### config.mk
export PLATFORM = sky130hd
export DESIGN_NAME = riscv_div_unit
export DESIGN_NICKNAME = d
export VERILOG_FILES = /design/src/verilog/ceres_div_pkg.sv /design/src/verilog/div_if.sv /design/src/verilog/divu_int.sv /design/src/verilog/div_sign_ctrl.sv /design/src/verilog/riscv_div_unit.sv
export VERILOG_INCLUDE_DIRS = /design/src /design/src/verilog
export SDC_FILE = /design/constraint.sdc
export NUM_CORES = 1
export LEC_CHECK = 0
export ABC_CLOCK_PERIOD_IN_PS = 10000
export BUFFER_PORTS_ARGS = -buffer_cell sky130_fd_sc_hd__buf_4
export CAP_MARGIN = 20
export CORE_AREA = 2 2 196 198
export DETAILED_ROUTE_END_ITERATION = 8
export DIE_AREA = 0 0 198 200
export PLACE_DENSITY_LB_ADDON = 0.3
export SLEW_MARGIN = 20
export SYNTH_ARGS = -nofsm -noshare
export SYNTH_HDL_FRONTEND = slang
export SYNTH_SLANG_ARGS = --single-unit
### constraint.sdc
create_clock -name clk_i -period 10 [get_ports clk_i]
set_input_delay 2 -clock clk_i [delete_from_list [all_inputs] [get_ports clk_i]]
set_output_delay 2 -clock clk_i [all_outputs]
set_load 0.02 [all_outputs]
### src/verilog/ceres_defines.svh
// ------------------------------
// word width and divide op codes, shared by rtl and testbench
// ------------------------------

`ifndef CERES_DEFINES_SVH
`define CERES_DEFINES_SVH

// ------------------------------
// data path
// ------------------------------
`define XLEN 32 // rv32 word

// ------------------------------
// op encodings
// ------------------------------
// bit 0 = unsigned, bit 1 = remainder
// same as funct3[1:0] of the M extension
`define DIV_OP_DIV  2'd0 // signed quotient
`define DIV_OP_DIVU 2'd1 // unsigned quotient
`define DIV_OP_REM  2'd2 // signed remainder
`define DIV_OP_REMU 2'd3 // unsigned remainder

`endif

### src/verilog/ceres_div_pkg.sv
// ------------------------------
// types for the divide unit, widths come from `XLEN
// ------------------------------

`default_nettype none

`include "ceres_defines.svh"

package ceres_div_pkg;

  // ------------------------------
  // data types
  // ------------------------------
  typedef logic [`XLEN-1:0] xlen_t;            // one data word
  typedef logic [1:0] div_op_t;                // DIV/DIVU/REM/REMU
  typedef logic [$clog2(`XLEN+1)-1:0] div_count_t; // holds 0..XLEN

  // ------------------------------
  // state machines
  // ------------------------------
  typedef enum logic {
    DIV_IDLE, // waiting for start
    DIV_RUN   // shifting, one bit per clock
  } div_state_e;

  typedef enum logic [1:0] {
    CTRL_IDLE,  // ready for a request
    CTRL_WAIT,  // core working
    CTRL_RESULT // result pulse
  } ctrl_state_e;

endpackage

`default_nettype wire

### src/verilog/div_if.sv
// ------------------------------
// start/done link, one division in flight at a time
// ------------------------------

`timescale 1ns/1ps
`default_nettype none

interface div_if;

  // controller side
  logic                 start;    // one cycle pulse, only while busy is low
  ceres_div_pkg::xlen_t dividend; // unsigned magnitude
  ceres_div_pkg::xlen_t divisor;  // unsigned magnitude

  // core side
  logic                 busy;      // division running
  logic                 done;      // one cycle, results valid here
  logic                 dbz;       // divide by zero, valid with done
  ceres_div_pkg::xlen_t quotient;  // holds until next start
  ceres_div_pkg::xlen_t remainder; // holds until next start

  modport ctrl_mp (
    output start, dividend, divisor,
    input  busy, done, dbz, quotient, remainder
  );

  modport core_mp (
    input  start, dividend, divisor,
    output busy, done, dbz, quotient, remainder
  );

endinterface

`default_nettype wire

### src/verilog/divu_int.sv
// ------------------------------
// restoring divider, done WIDTH+1 clocks after start
// WIDTH >= 2 and not above XLEN (counter and link sized from XLEN)
// ------------------------------

`timescale 1ns/1ps
`default_nettype none

`include "ceres_defines.svh"

module divu_int #(
  parameter int WIDTH = `XLEN
) (
  input logic    clk_i,
  input logic    rst_ni,
  div_if.core_mp div_port
);

  ceres_div_pkg::div_state_e state_q;
  ceres_div_pkg::div_count_t count_q; // steps left
  logic                      done_q;
  logic                      dbz_q;

  logic [WIDTH-1:0] divisor_q;
  logic [WIDTH-1:0] quo_q;     // dividend shifts out, quotient shifts in
  logic [WIDTH-1:0] rem_q;     // partial remainder, always below the divisor

  logic             load_en;   // start taken this edge
  logic             zero_div;  // divisor is zero at start
  logic             step_en;   // one shift/subtract this edge
  logic             step_take; // subtract and set quotient bit
  logic [WIDTH:0]   rem_shift; // one spare bit for the compare
  logic [WIDTH:0]   rem_diff;  // trial subtract, top bit is the borrow
  logic [WIDTH-1:0] rem_next;
  logic [WIDTH-1:0] quo_next;

  assign load_en  = (state_q == ceres_div_pkg::DIV_IDLE) && div_port.start;
  assign zero_div = (div_port.divisor == '0);
  assign step_en  = (state_q == ceres_div_pkg::DIV_RUN) && (count_q != '0);

  // ------------------------------
  // one restoring step
  // ------------------------------
  always_comb begin
    rem_shift = {rem_q, quo_q[WIDTH-1]};         // shift pair left
    rem_diff  = rem_shift - {1'b0, divisor_q};
    step_take = ~rem_diff[WIDTH];                // no borrow, divisor fits
    rem_next  = step_take ? rem_diff[WIDTH-1:0] : rem_shift[WIDTH-1:0];
    quo_next  = {quo_q[WIDTH-2:0], step_take};   // new bit in at lsb
  end

  // ------------------------------
  // control
  // ------------------------------
  always_ff @(posedge clk_i) begin
    if (!rst_ni) begin
      state_q <= ceres_div_pkg::DIV_IDLE;
      count_q <= '0;
      done_q  <= 1'b0;
      dbz_q   <= 1'b0;
    end else begin
      done_q <= 1'b0; // pulses only
      dbz_q  <= 1'b0;
      unique case (state_q)
        ceres_div_pkg::DIV_IDLE: begin
          if (div_port.start) begin
            if (zero_div) begin
              done_q <= 1'b1; // finish right away
              dbz_q  <= 1'b1;
            end else begin
              state_q <= ceres_div_pkg::DIV_RUN;
              count_q <= ceres_div_pkg::div_count_t'(WIDTH);
            end
          end
        end
        ceres_div_pkg::DIV_RUN: begin
          if (count_q != '0) begin
            count_q <= count_q - ceres_div_pkg::div_count_t'(1);
          end else begin
            state_q <= ceres_div_pkg::DIV_IDLE; // all bits done
            done_q  <= 1'b1;
          end
        end
        default: state_q <= ceres_div_pkg::DIV_IDLE;
      endcase
    end
  end

  // ------------------------------
  // data path
  // ------------------------------
  always_ff @(posedge clk_i) begin
    if (load_en) begin
      divisor_q <= div_port.divisor;
      if (zero_div) begin
        quo_q <= '0;                // quotient reads zero
        rem_q <= div_port.dividend; // remainder = dividend
      end else begin
        quo_q <= div_port.dividend;
        rem_q <= '0;
      end
    end else if (step_en) begin
      quo_q <= quo_next;
      rem_q <= rem_next;
    end
  end

  assign div_port.busy      = (state_q == ceres_div_pkg::DIV_RUN);
  assign div_port.done      = done_q;
  assign div_port.dbz       = dbz_q;
  assign div_port.quotient  = quo_q; // stable while idle
  assign div_port.remainder = rem_q;

endmodule

`default_nettype wire

### src/verilog/div_sign_ctrl.sv
// ------------------------------
// one request in flight, result pulse has no back-pressure
// DIV then REM (or back) on equal operands is answered from the last result
// ------------------------------

`timescale 1ns/1ps
`default_nettype none

`include "ceres_defines.svh"

module div_sign_ctrl (
  input  logic                    clk_i,
  input  logic                    rst_ni,
  input  logic                    valid_i,
  input  ceres_div_pkg::div_op_t  op_i,
  input  ceres_div_pkg::xlen_t    rs1_i,
  input  ceres_div_pkg::xlen_t    rs2_i,
  output logic                    ready_o,
  output logic                    result_valid_o,
  output ceres_div_pkg::xlen_t    result_o,
  div_if.ctrl_mp                  div_port
);

  ceres_div_pkg::ctrl_state_e state_q;
  logic                       start_q;
  logic                       rec_valid_q; // stored results match op_q/rs1_q/rs2_q

  ceres_div_pkg::div_op_t op_q;
  ceres_div_pkg::xlen_t   rs1_q;      // original operands, for fusion and dbz
  ceres_div_pkg::xlen_t   rs2_q;
  ceres_div_pkg::xlen_t   mag1_q;     // magnitudes sent to the core
  ceres_div_pkg::xlen_t   mag2_q;
  logic                   neg_quo_q;  // operand signs differ
  logic                   neg_rem_q;  // dividend negative
  ceres_div_pkg::xlen_t   quo_res_q;
  ceres_div_pkg::xlen_t   rem_res_q;

  logic                 accept;
  logic                 op_signed;
  logic                 fuse_hit;
  logic                 core_fin;  // core done while waiting
  ceres_div_pkg::xlen_t rs1_mag;
  ceres_div_pkg::xlen_t rs2_mag;

  // ------------------------------
  // request decode
  // ------------------------------
  always_comb begin
    case (op_i)
      `DIV_OP_DIV, `DIV_OP_REM: op_signed = 1'b1;
      default:                  op_signed = 1'b0; // DIVU, REMU
    endcase
  end

  assign ready_o  = (state_q == ceres_div_pkg::CTRL_IDLE);
  assign accept   = valid_i && ready_o;
  assign core_fin = (state_q == ceres_div_pkg::CTRL_WAIT) && div_port.done;
  assign rs1_mag  = (op_signed && rs1_i[`XLEN-1]) ? -rs1_i : rs1_i; // -2^31 stays 2^31
  assign rs2_mag  = (op_signed && rs2_i[`XLEN-1]) ? -rs2_i : rs2_i;

  // same signedness, other half, same operands
  assign fuse_hit = rec_valid_q
                 && (op_i[0] == op_q[0])
                 && (op_i[1] != op_q[1])
                 && (rs1_i == rs1_q)
                 && (rs2_i == rs2_q);

  // ------------------------------
  // control
  // ------------------------------
  always_ff @(posedge clk_i) begin
    if (!rst_ni) begin
      state_q     <= ceres_div_pkg::CTRL_IDLE;
      start_q     <= 1'b0;
      rec_valid_q <= 1'b0;
    end else begin
      start_q <= 1'b0;
      unique case (state_q)
        ceres_div_pkg::CTRL_IDLE: begin
          if (accept) begin
            if (fuse_hit) begin
              state_q <= ceres_div_pkg::CTRL_RESULT; // answer next cycle
            end else begin
              state_q     <= ceres_div_pkg::CTRL_WAIT;
              start_q     <= 1'b1;
              rec_valid_q <= 1'b0; // record is being overwritten
            end
          end
        end
        ceres_div_pkg::CTRL_WAIT: begin
          if (div_port.done) begin
            state_q     <= ceres_div_pkg::CTRL_RESULT;
            rec_valid_q <= 1'b1;
          end
        end
        ceres_div_pkg::CTRL_RESULT: state_q <= ceres_div_pkg::CTRL_IDLE;
        default:                    state_q <= ceres_div_pkg::CTRL_IDLE;
      endcase
    end
  end

  // ------------------------------
  // operands and results
  // ------------------------------
  always_ff @(posedge clk_i) begin
    if (accept) begin
      op_q <= op_i; // fused op picks the other stored result
      if (!fuse_hit) begin
        rs1_q     <= rs1_i;
        rs2_q     <= rs2_i;
        mag1_q    <= rs1_mag;
        mag2_q    <= rs2_mag;
        neg_quo_q <= op_signed && (rs1_i[`XLEN-1] ^ rs2_i[`XLEN-1]);
        neg_rem_q <= op_signed && rs1_i[`XLEN-1]; // remainder follows dividend
      end
    end
    if (core_fin) begin
      if (div_port.dbz) begin
        quo_res_q <= '1;    // x/0 = all ones
        rem_res_q <= rs1_q; // x%0 = x, signed or not
      end else begin
        quo_res_q <= neg_quo_q ? -div_port.quotient : div_port.quotient;
        rem_res_q <= neg_rem_q ? -div_port.remainder : div_port.remainder;
      end
    end
  end

  always_comb begin
    case (op_q)
      `DIV_OP_REM, `DIV_OP_REMU: result_o = rem_res_q;
      default:                   result_o = quo_res_q;
    endcase
  end

  assign result_valid_o    = (state_q == ceres_div_pkg::CTRL_RESULT);
  assign div_port.start    = start_q;
  assign div_port.dividend = mag1_q;
  assign div_port.divisor  = mag2_q;

endmodule

`default_nettype wire

### src/verilog/riscv_div_unit.sv
// ------------------------------
// DIV/DIVU/REM/REMU unit, valid/ready in, one cycle result pulse out
// ------------------------------

`timescale 1ns/1ps
`default_nettype none

`include "ceres_defines.svh"

module riscv_div_unit (
  input  logic                   clk_i,
  input  logic                   rst_ni,

  // request
  input  logic                   valid_i,
  input  ceres_div_pkg::div_op_t op_i,
  input  ceres_div_pkg::xlen_t   rs1_i,
  input  ceres_div_pkg::xlen_t   rs2_i,
  output logic                   ready_o,  // low while a request is in flight

  // result
  output logic                   result_valid_o, // one cycle
  output ceres_div_pkg::xlen_t   result_o
);

  // ------------------------------
  // controller to core link
  // ------------------------------
  div_if div_bus ();

  // signs, special cases, fusion
  div_sign_ctrl div_sign_ctrl_inst (
    .clk_i          (clk_i),
    .rst_ni         (rst_ni),
    .valid_i        (valid_i),
    .op_i           (op_i),
    .rs1_i          (rs1_i),
    .rs2_i          (rs2_i),
    .ready_o        (ready_o),
    .result_valid_o (result_valid_o),
    .result_o       (result_o),
    .div_port       (div_bus)
  );

  // unsigned core, one quotient bit per clock
  divu_int #(
    .WIDTH (`XLEN)
  ) divu_int_inst (
    .clk_i    (clk_i),
    .rst_ni   (rst_ni),
    .div_port (div_bus)
  );

endmodule

`default_nettype wire

==> results.txt, run 1 <==
Cell with the most instances after synthesis: edfxtp_1
Ports: 103
PwrDens: 185 nW/um^2
Slew margin rel.: 32.9%
Vias: 12,500
Crit path cell chain: buf_4, inv_1, o22ai_1, nor4_1, nand4_1, nor4_1, nor2b_4, buf_4
Yosys cell types: 73
FFs w/ async S/R, synth: 0%
RSZ-0062 raised after global routing: no
Worst IR Drop VDD: 156 uV
Status: complete, no violations
Starting Density: 44.7%
CTS resizes: 0
Critical path launch point type: primary input
Yosys warnings: 0
Die height: 200 um
Yosys top cell area share: 52.1%
DR DRC count: 0
Drt pass-1 iters: 5
Via density: 5.74
Max incr delay on CP: 0.62 ns
WHS: 0.447 ns
Gpl congestion: 0.994
GR Overflow Total: 0
Maximum number of pins on one net before global-route repair: 75
Sequential area share after synthesis: 53.6%
Fillcell total: 3,329
CORE AREA: 37,400 um^2
CP max stage cell: nor4_1
R2r startpoint: divu_int_inst.div_port.quotient[31]
Most instantiated cells after synthesis: 290 x edfxtp_1, 213 x nand2_1, 129 x o21ai_0
R2r endpoint: divu_int_inst.div_port.remainder[31]
Setup bufs post-CTS: 0
FP Rows: 71
Worst Path Max Fanout: 60
Worst clock skew: 0.0242 ns
Most used DFF post-synth: edfxtp_1
Kind of end point of the critical path: flip-flop
Synthesized instance count: 1,558
Die area: 39,600 um^2
Yosys top cell by area: edfxtp_1
# setup viols final: 0
Number of DRC markers in iteration 0: 1,179
Hpwl dp: 37.5 mm
Tot Pwr: 3.53 mW
R2R depth: 11
Final Hold Fails: 0
Fin cells: 2,179
Placed cell count: 2,115
Crit path DAT: 4.59 ns
Clock Latency Late Sink: 0.54 ns
CP Data Required Time: 10.19 ns
Hold Path Origin: div_sign_ctrl_inst.div_port.divisor[5]
Root Buffer: clkbuf_16
Hold endpoint: divu_int_inst.divisor_q[5]
Worst-margin pin slew: 1.01 ns
Inserted Clock Buffers: 35
Clock sinks: 303
WHS Path Cells: 0
Pleak: 6.98 nW
Layout cell share with drive strength beyond 1: 13.5%
Max Transition Viols Final: 0
Synth top area cells: edfxtp_1 52%, xor2_1 5.8%, nand2_1 4.8%
Fin crit share: 44.0%
Routed length per instance: 22.3 um
Setup Crit Path Kind: in2reg
Worst hold path type: reg2reg
Final setup TNS: 0 ns
Post-DRT Antenna Nets: 0
WL final: 48.7 mm
Area grow syn2layout: 14.2%
Flop2flop setup slack: 5.66 ns
Layout Nets: 1,750
Clock slew at reported path FFs: 0.06 ns
First-pass GRT wire length: 73.1 mm
Initial antenna violation count: 0
Max H-tree Level: 2
I/O Buffers: 102
Syn_nets: 1,666
Max Root-Sink Buffers: 3
Yosys reg bits: 303
CTS tree: done
Post-synth EDFFs: 290
Final core utilization: 51.1%
Tot GR Track Use: 24.9%
Max-cap check violation count: 0
Fmax: 227 MHz
# diodes: 0
Vias in the first global route: 11,900
DIE WIDTH: 198 um
Hold_buf cts: 0
Mean Syn Cell Area: 10.7 um^2
Fin crit period: 4.40 ns
Cell area after synthesis: 16,700 um^2
## cell type report
type,instances,area (um^2),area share [%]
Multi-Input combinational cell,1114,7210,37.7
Clock buffer,43,937,4.91
Tap cell,511,639,3.35
Sequential cell,303,8970,47.0
Inverter,74,278,1.45
Timing Repair Buffer,114,863,4.52
Clock inverter,20,199,1.04
## cells by family after synthesis
| logic type | Yosys count | share of synthesized area [%] |
|---|---|---|
| flip-flops | 303 | 53.6 |
| buffers and inverters | 141 | 3.38 |
| AO/OA/AOI/OAI | 365 | 13.3 |
| AND/OR/NAND/NOR | 482 | 14.0 |
| XOR/XNOR | 187 | 10.0 |
| multiplexers | 41 | 2.69 |
| adder cells (fa/ha/maj) | 39 | 2.96 |
## per-layer routing
| layer | track usage, % | vias up | wire [um] |
|---|---|---|---|
| met2 | 39.3 | 528 | 22100 |
| li1 | - | 5896 | - |
| met3 | 3.63 | 82 | 3540 |
| met1 | 35.5 | 5995 | 21500 |
| met5 | 0 | - | 0 |
| met4 | 8.08 | 0 | 1470 |
## cell usage in the layout (no fill, tap or decap), types with 5 or more instances in the layout
cell type and count:
a21o_1 7, a21oi_1 91, a31oi_1 33, and2_1 10, and3_1 13, and4_1 5
buf_4 113, clkbuf_1 6, clkbuf_16 36, clkinv_2 9, dfxtp_1 12, edfxtp_1 290
ha_1 38, inv_1 73, mux2_2 32, mux2i_1 9, nand2_1 212, nand2b_1 22
nand3_1 32, nand4_1 18, nor2_1 63, nor2b_1 15, nor3_1 21, nor4_1 33
o211ai_1 8, o21a_1 7, o21ai_0 129, o22ai_1 9, o31ai_1 19, o41ai_1 11
or3_1 7, or4_1 10, xnor2_1 75, xor2_1 110
## worst max-delay path by stage
stage / start / endpoint / slack, ns / cells past startpoint
after floorplan: rs2_i[18] / div_sign_ctrl_inst.div_port.dividend[0] / 1.13 / 6
after global placement: rs2_i[30] / div_sign_ctrl_inst.div_port.divisor[29] / 5.09 / 8
after detailed placement: rs2_i[30] / div_sign_ctrl_inst.div_port.divisor[24] / 5.09 / 8
after CTS: rs2_i[30] / div_sign_ctrl_inst.div_port.divisor[15] / 5.62 / 8
after global routing: divu_int_inst.div_port.quotient[31] / divu_int_inst.div_port.remainder[31] / 5.47 / 11
final: rs2_i[30] / div_sign_ctrl_inst.rs2_q[29] / 5.60 / 8
## state kept, by name, indices dropped and copies added (netlist names), 2 cells and up
name / flops
div_sign_ctrl_inst.op_q: 2
div_sign_ctrl_inst.div_port.divisor: 32
divu_int_inst.div_port.quotient: 32
divu_int_inst.divisor_q: 32
div_sign_ctrl_inst.rs2_q: 31
div_sign_ctrl_inst.quo_res_q: 32
divu_int_inst.div_port.remainder: 32
divu_int_inst.count_q: 6
div_sign_ctrl_inst.rem_res_q: 32
div_sign_ctrl_inst.state_q: 2
div_sign_ctrl_inst.rs1_q: 31
div_sign_ctrl_inst.div_port.dividend: 32
## where the power goes
group / internal, mW / leakage (nW) / switching, mW
Clock: 0.750 / 0.562 / 0.524
Sequential: 1.52 / 2.82 / 0.0956
Combinational: 0.240 / 3.60 / 0.397
Total: 2.51 / 6.98 / 1.02
## critical path: cells and delay by family
family | cells | cell delay, ns
AND/OR/NAND/NOR | 4 | 1.67
buffers and inverters | 3 | 0.75
AO/OA/AOI/OAI | 1 | 0.11
## per-stage QoR
step	setup WS (ns)	area, um^2
2_1_floorplan	1.13	16700
3_3_place_gp	5.09	17900
3_5_place_dp	5.09	17900
4_1_cts	5.62	19100
5_1_grt	5.47	19100
6_report	5.60	19100
No activity file was read; power rests on OpenSTA's default activity.
==> run 2: changes to the inputs <==
Settings changed: ABC_AREA set to 1, ABC_CLOCK_PERIOD_IN_PS 10000 to 4600, CORE_AREA 2 2 196 198 to 2 2 206 208, DIE_AREA 0 0 198 200 to 0 0 208 210.
Clock period 10 ns to 4.6 ns, I/O delays scaled along.
==> results.txt, run 2 <==
Status: complete, no violations
Multi-input logic area: 7910 um^2
Critical Path Source: div_sign_ctrl_inst.op_q[1]
First-pass GRT wire length: 81.7 mm
Drt pass-1 iters: 6
Yosys warnings: 0
Max incr delay on CP: 0.38 ns
Routed length per instance: 17.5 um
Fin cells: 3,001
Maximum number of pins on one net before global-route repair: 50
Pleak: 9.44 nW
Fillcell total: 4,015
Final core utilization: 50.4%
Crit path DAT: 3.54 ns
I/O Buffers: 102
Inserted Clock Buffers: 36
Layout Nets: 2,544
CP dominant cell by count: nand2_1
Yosys top cell area share: 47.4%
Cell with the most instances after synthesis: nand2_1
Crit path cell chain: buf_4, inv_1, buf_4, nand2_1, nand2_1, nor2_1, nand2_1, nor2_1, nand2_1, nor2_1, nand3_1, nand2_1, inv_4, buf_4
FP Rows: 75
CP max stage cell: buf_4
Hold_buf cts: 0
Critical path launch point type: flip-flop
Clock Latency Late Sink: 0.55 ns
CTS tree: done
Worst-margin pin slew: 1.04 ns
Die height: 210 um
Setup Crit Path Kind: reg2reg
Final setup TNS: 0 ns
Hpwl dp: 40.4 mm
Gpl congestion: 0.933
Synth top area cells: edfxtp_1 47%, nand2_1 16%, inv_1 6.8%
CTS resizes: 0
Kind of end point of the critical path: flip-flop
Vias: 15,500
Number of DRC markers in iteration 0: 1,269
Final Hold Fails: 0
Initial antenna violation count: 0
R2r startpoint: div_sign_ctrl_inst.op_q[1]
RSZ-0062 raised after global routing: no
Synthesized instance count: 2,327
Most frequent cells in the layout: 800 x nand2_1, 329 x inv_1, 290 x edfxtp_1
Commonest non-fill, non-tap cell in the layout: nand2_1
Syn_nets: 2,435
Design area: 20,900 um^2
Ports: 103
Fin crit share: 72.3%
Max Root-Sink Buffers: 3
Yosys reg bits: 303
Worst Path Max Fanout: 49
FFs w/ async S/R, synth: 0%
WHS: 0.443 ns
Tot GR Track Use: 23.9%
DR DRC count: 0
Fin crit period: 3.32 ns
Hold Path Origin: divu_int_inst.div_port.done
Most instantiated cells after synthesis: 801 x nand2_1, 332 x inv_1, 290 x edfxtp_1
Clock slew at reported path FFs: 0.06 ns
Max Transition Viols Final: 0
CORE AREA: 41,500 um^2
Via density: 5.18
Post-synth EDFFs: 290
Max H-tree Level: 2
# setup viols final: 0
Yosys cell types: 53
Worst IR Drop VDD: 286 uV
GR Overflow Total: 0
Placed Area: 19,700 um^2
CP delay by family, top: simple AND/OR/NAND/NOR gates
Layout cell share with drive strength beyond 1: 9.34%
Setup bufs post-CTS: 0
Worst hold path type: reg2reg
PwrDens: 393 nW/um^2
Die area: 43,700 um^2
Cell area after synthesis: 18,400 um^2
Post-DRT Antenna Nets: 0
Most used DFF post-synth: edfxtp_1
Worst clock skew: 0.0179 ns
Root Buffer: clkbuf_16
CP Data Required Time: 4.82 ns
Yosys top cell by area: edfxtp_1
Mean Syn Cell Area: 7.89 um^2
WL final: 52.4 mm
Fmax: 301 MHz
Slew margin rel.: 30.3%
Buffers & Inverters on Critical Path: 5
Max-cap check violation count: 0
Placed cell count: 2,937
DIE WIDTH: 208 um
# diodes: 0
Clock sinks: 303
FF+latch area: 8970 um^2
Vias in the first global route: 15,000
Starting Density: 44.3%
Area grow syn2layout: 13.9%
Sequential area share after synthesis: 48.8%
run 2: cell types whose count changed after synthesis, sizes merged, moves of 30 or more:
cell / before / now
a31oi: 34 / 4
nor2: 64 / 229
mux2: 32 / 0
inv: 74 / 334
xnor2: 76 / 32
nand2: 213 / 817
nand3: 33 / 159
xor2: 111 / 64
run 2: cell families after synthesis:
kind of cell               count (synthesis)  share of synthesized area [%]
and+or+nand+nor                         1285                           29.4
buffers and inverters                    386                           8.17
DFF                                      303                           48.8
AOI/OAI and AO/OA                        218                           6.34
xor gates and xnor gates                  96                           4.58
adders and majority gates                 39                           2.70
run 2: path summary, 6_finish.rpt:
| kind | slack (ns) | depth (start not counted) | endpoint |
|---|---|---|---|
| worst max register to register | 1.28 | 14 | div_sign_ctrl_inst.rs1_q[1] |
| worst min-delay path | 0.44 | 1 | div_sign_ctrl_inst.state_q[0] |
| worst max-delay path | 1.28 | 14 | div_sign_ctrl_inst.rs1_q[1] |
| worst min register to register | 0.44 | 1 | div_sign_ctrl_inst.state_q[0] |
run 2: power by group:
group | switching, mW | internal [mW] | total (mW) | leakage [nW]
Combinational | 1.19 | 0.571 | 1.77 | 6.05
Clock | 1.18 | 1.73 | 2.91 | 0.576
Sequential | 0.187 | 3.36 | 3.55 | 2.82
run 2: area by class of cell:
cell class                      count  share of cell area (%)
Multi-Input combinational cell   1638                    37.8
Clock inverter                     24                    1.32
Sequential cell                   303                    42.9
Clock buffer                       40                    4.38
Inverter                          337                    6.06
Tap cell                          539                    3.22
Timing Repair Buffer              120                    4.37
run 2: layer usage:
metal | track usage, % | vias up | share of wire [%] | wire length, um
li1 | - | 7757 | - | -
met1 | 31.3 | 7167 | 43 | 22600
met2 | 39.9 | 505 | 47 | 24500
met3 | 3.65 | 105 | 6.3 | 3300
met4 | 9.98 | 0 | 3.9 | 2040
met5 | 0 | - | 0 | 0
run 2: metrics by stage:
step | total power [mW] | setup slack (ns)
4_1_cts | 8.28 | 1.34
6_report | 8.23 | 1.28
2_1_floorplan | 4.77 | 0.155
3_3_place_gp | 5.33 | 1.34
3_5_place_dp | 5.36 | 1.29
5_1_grt | 8.62 | 1.06
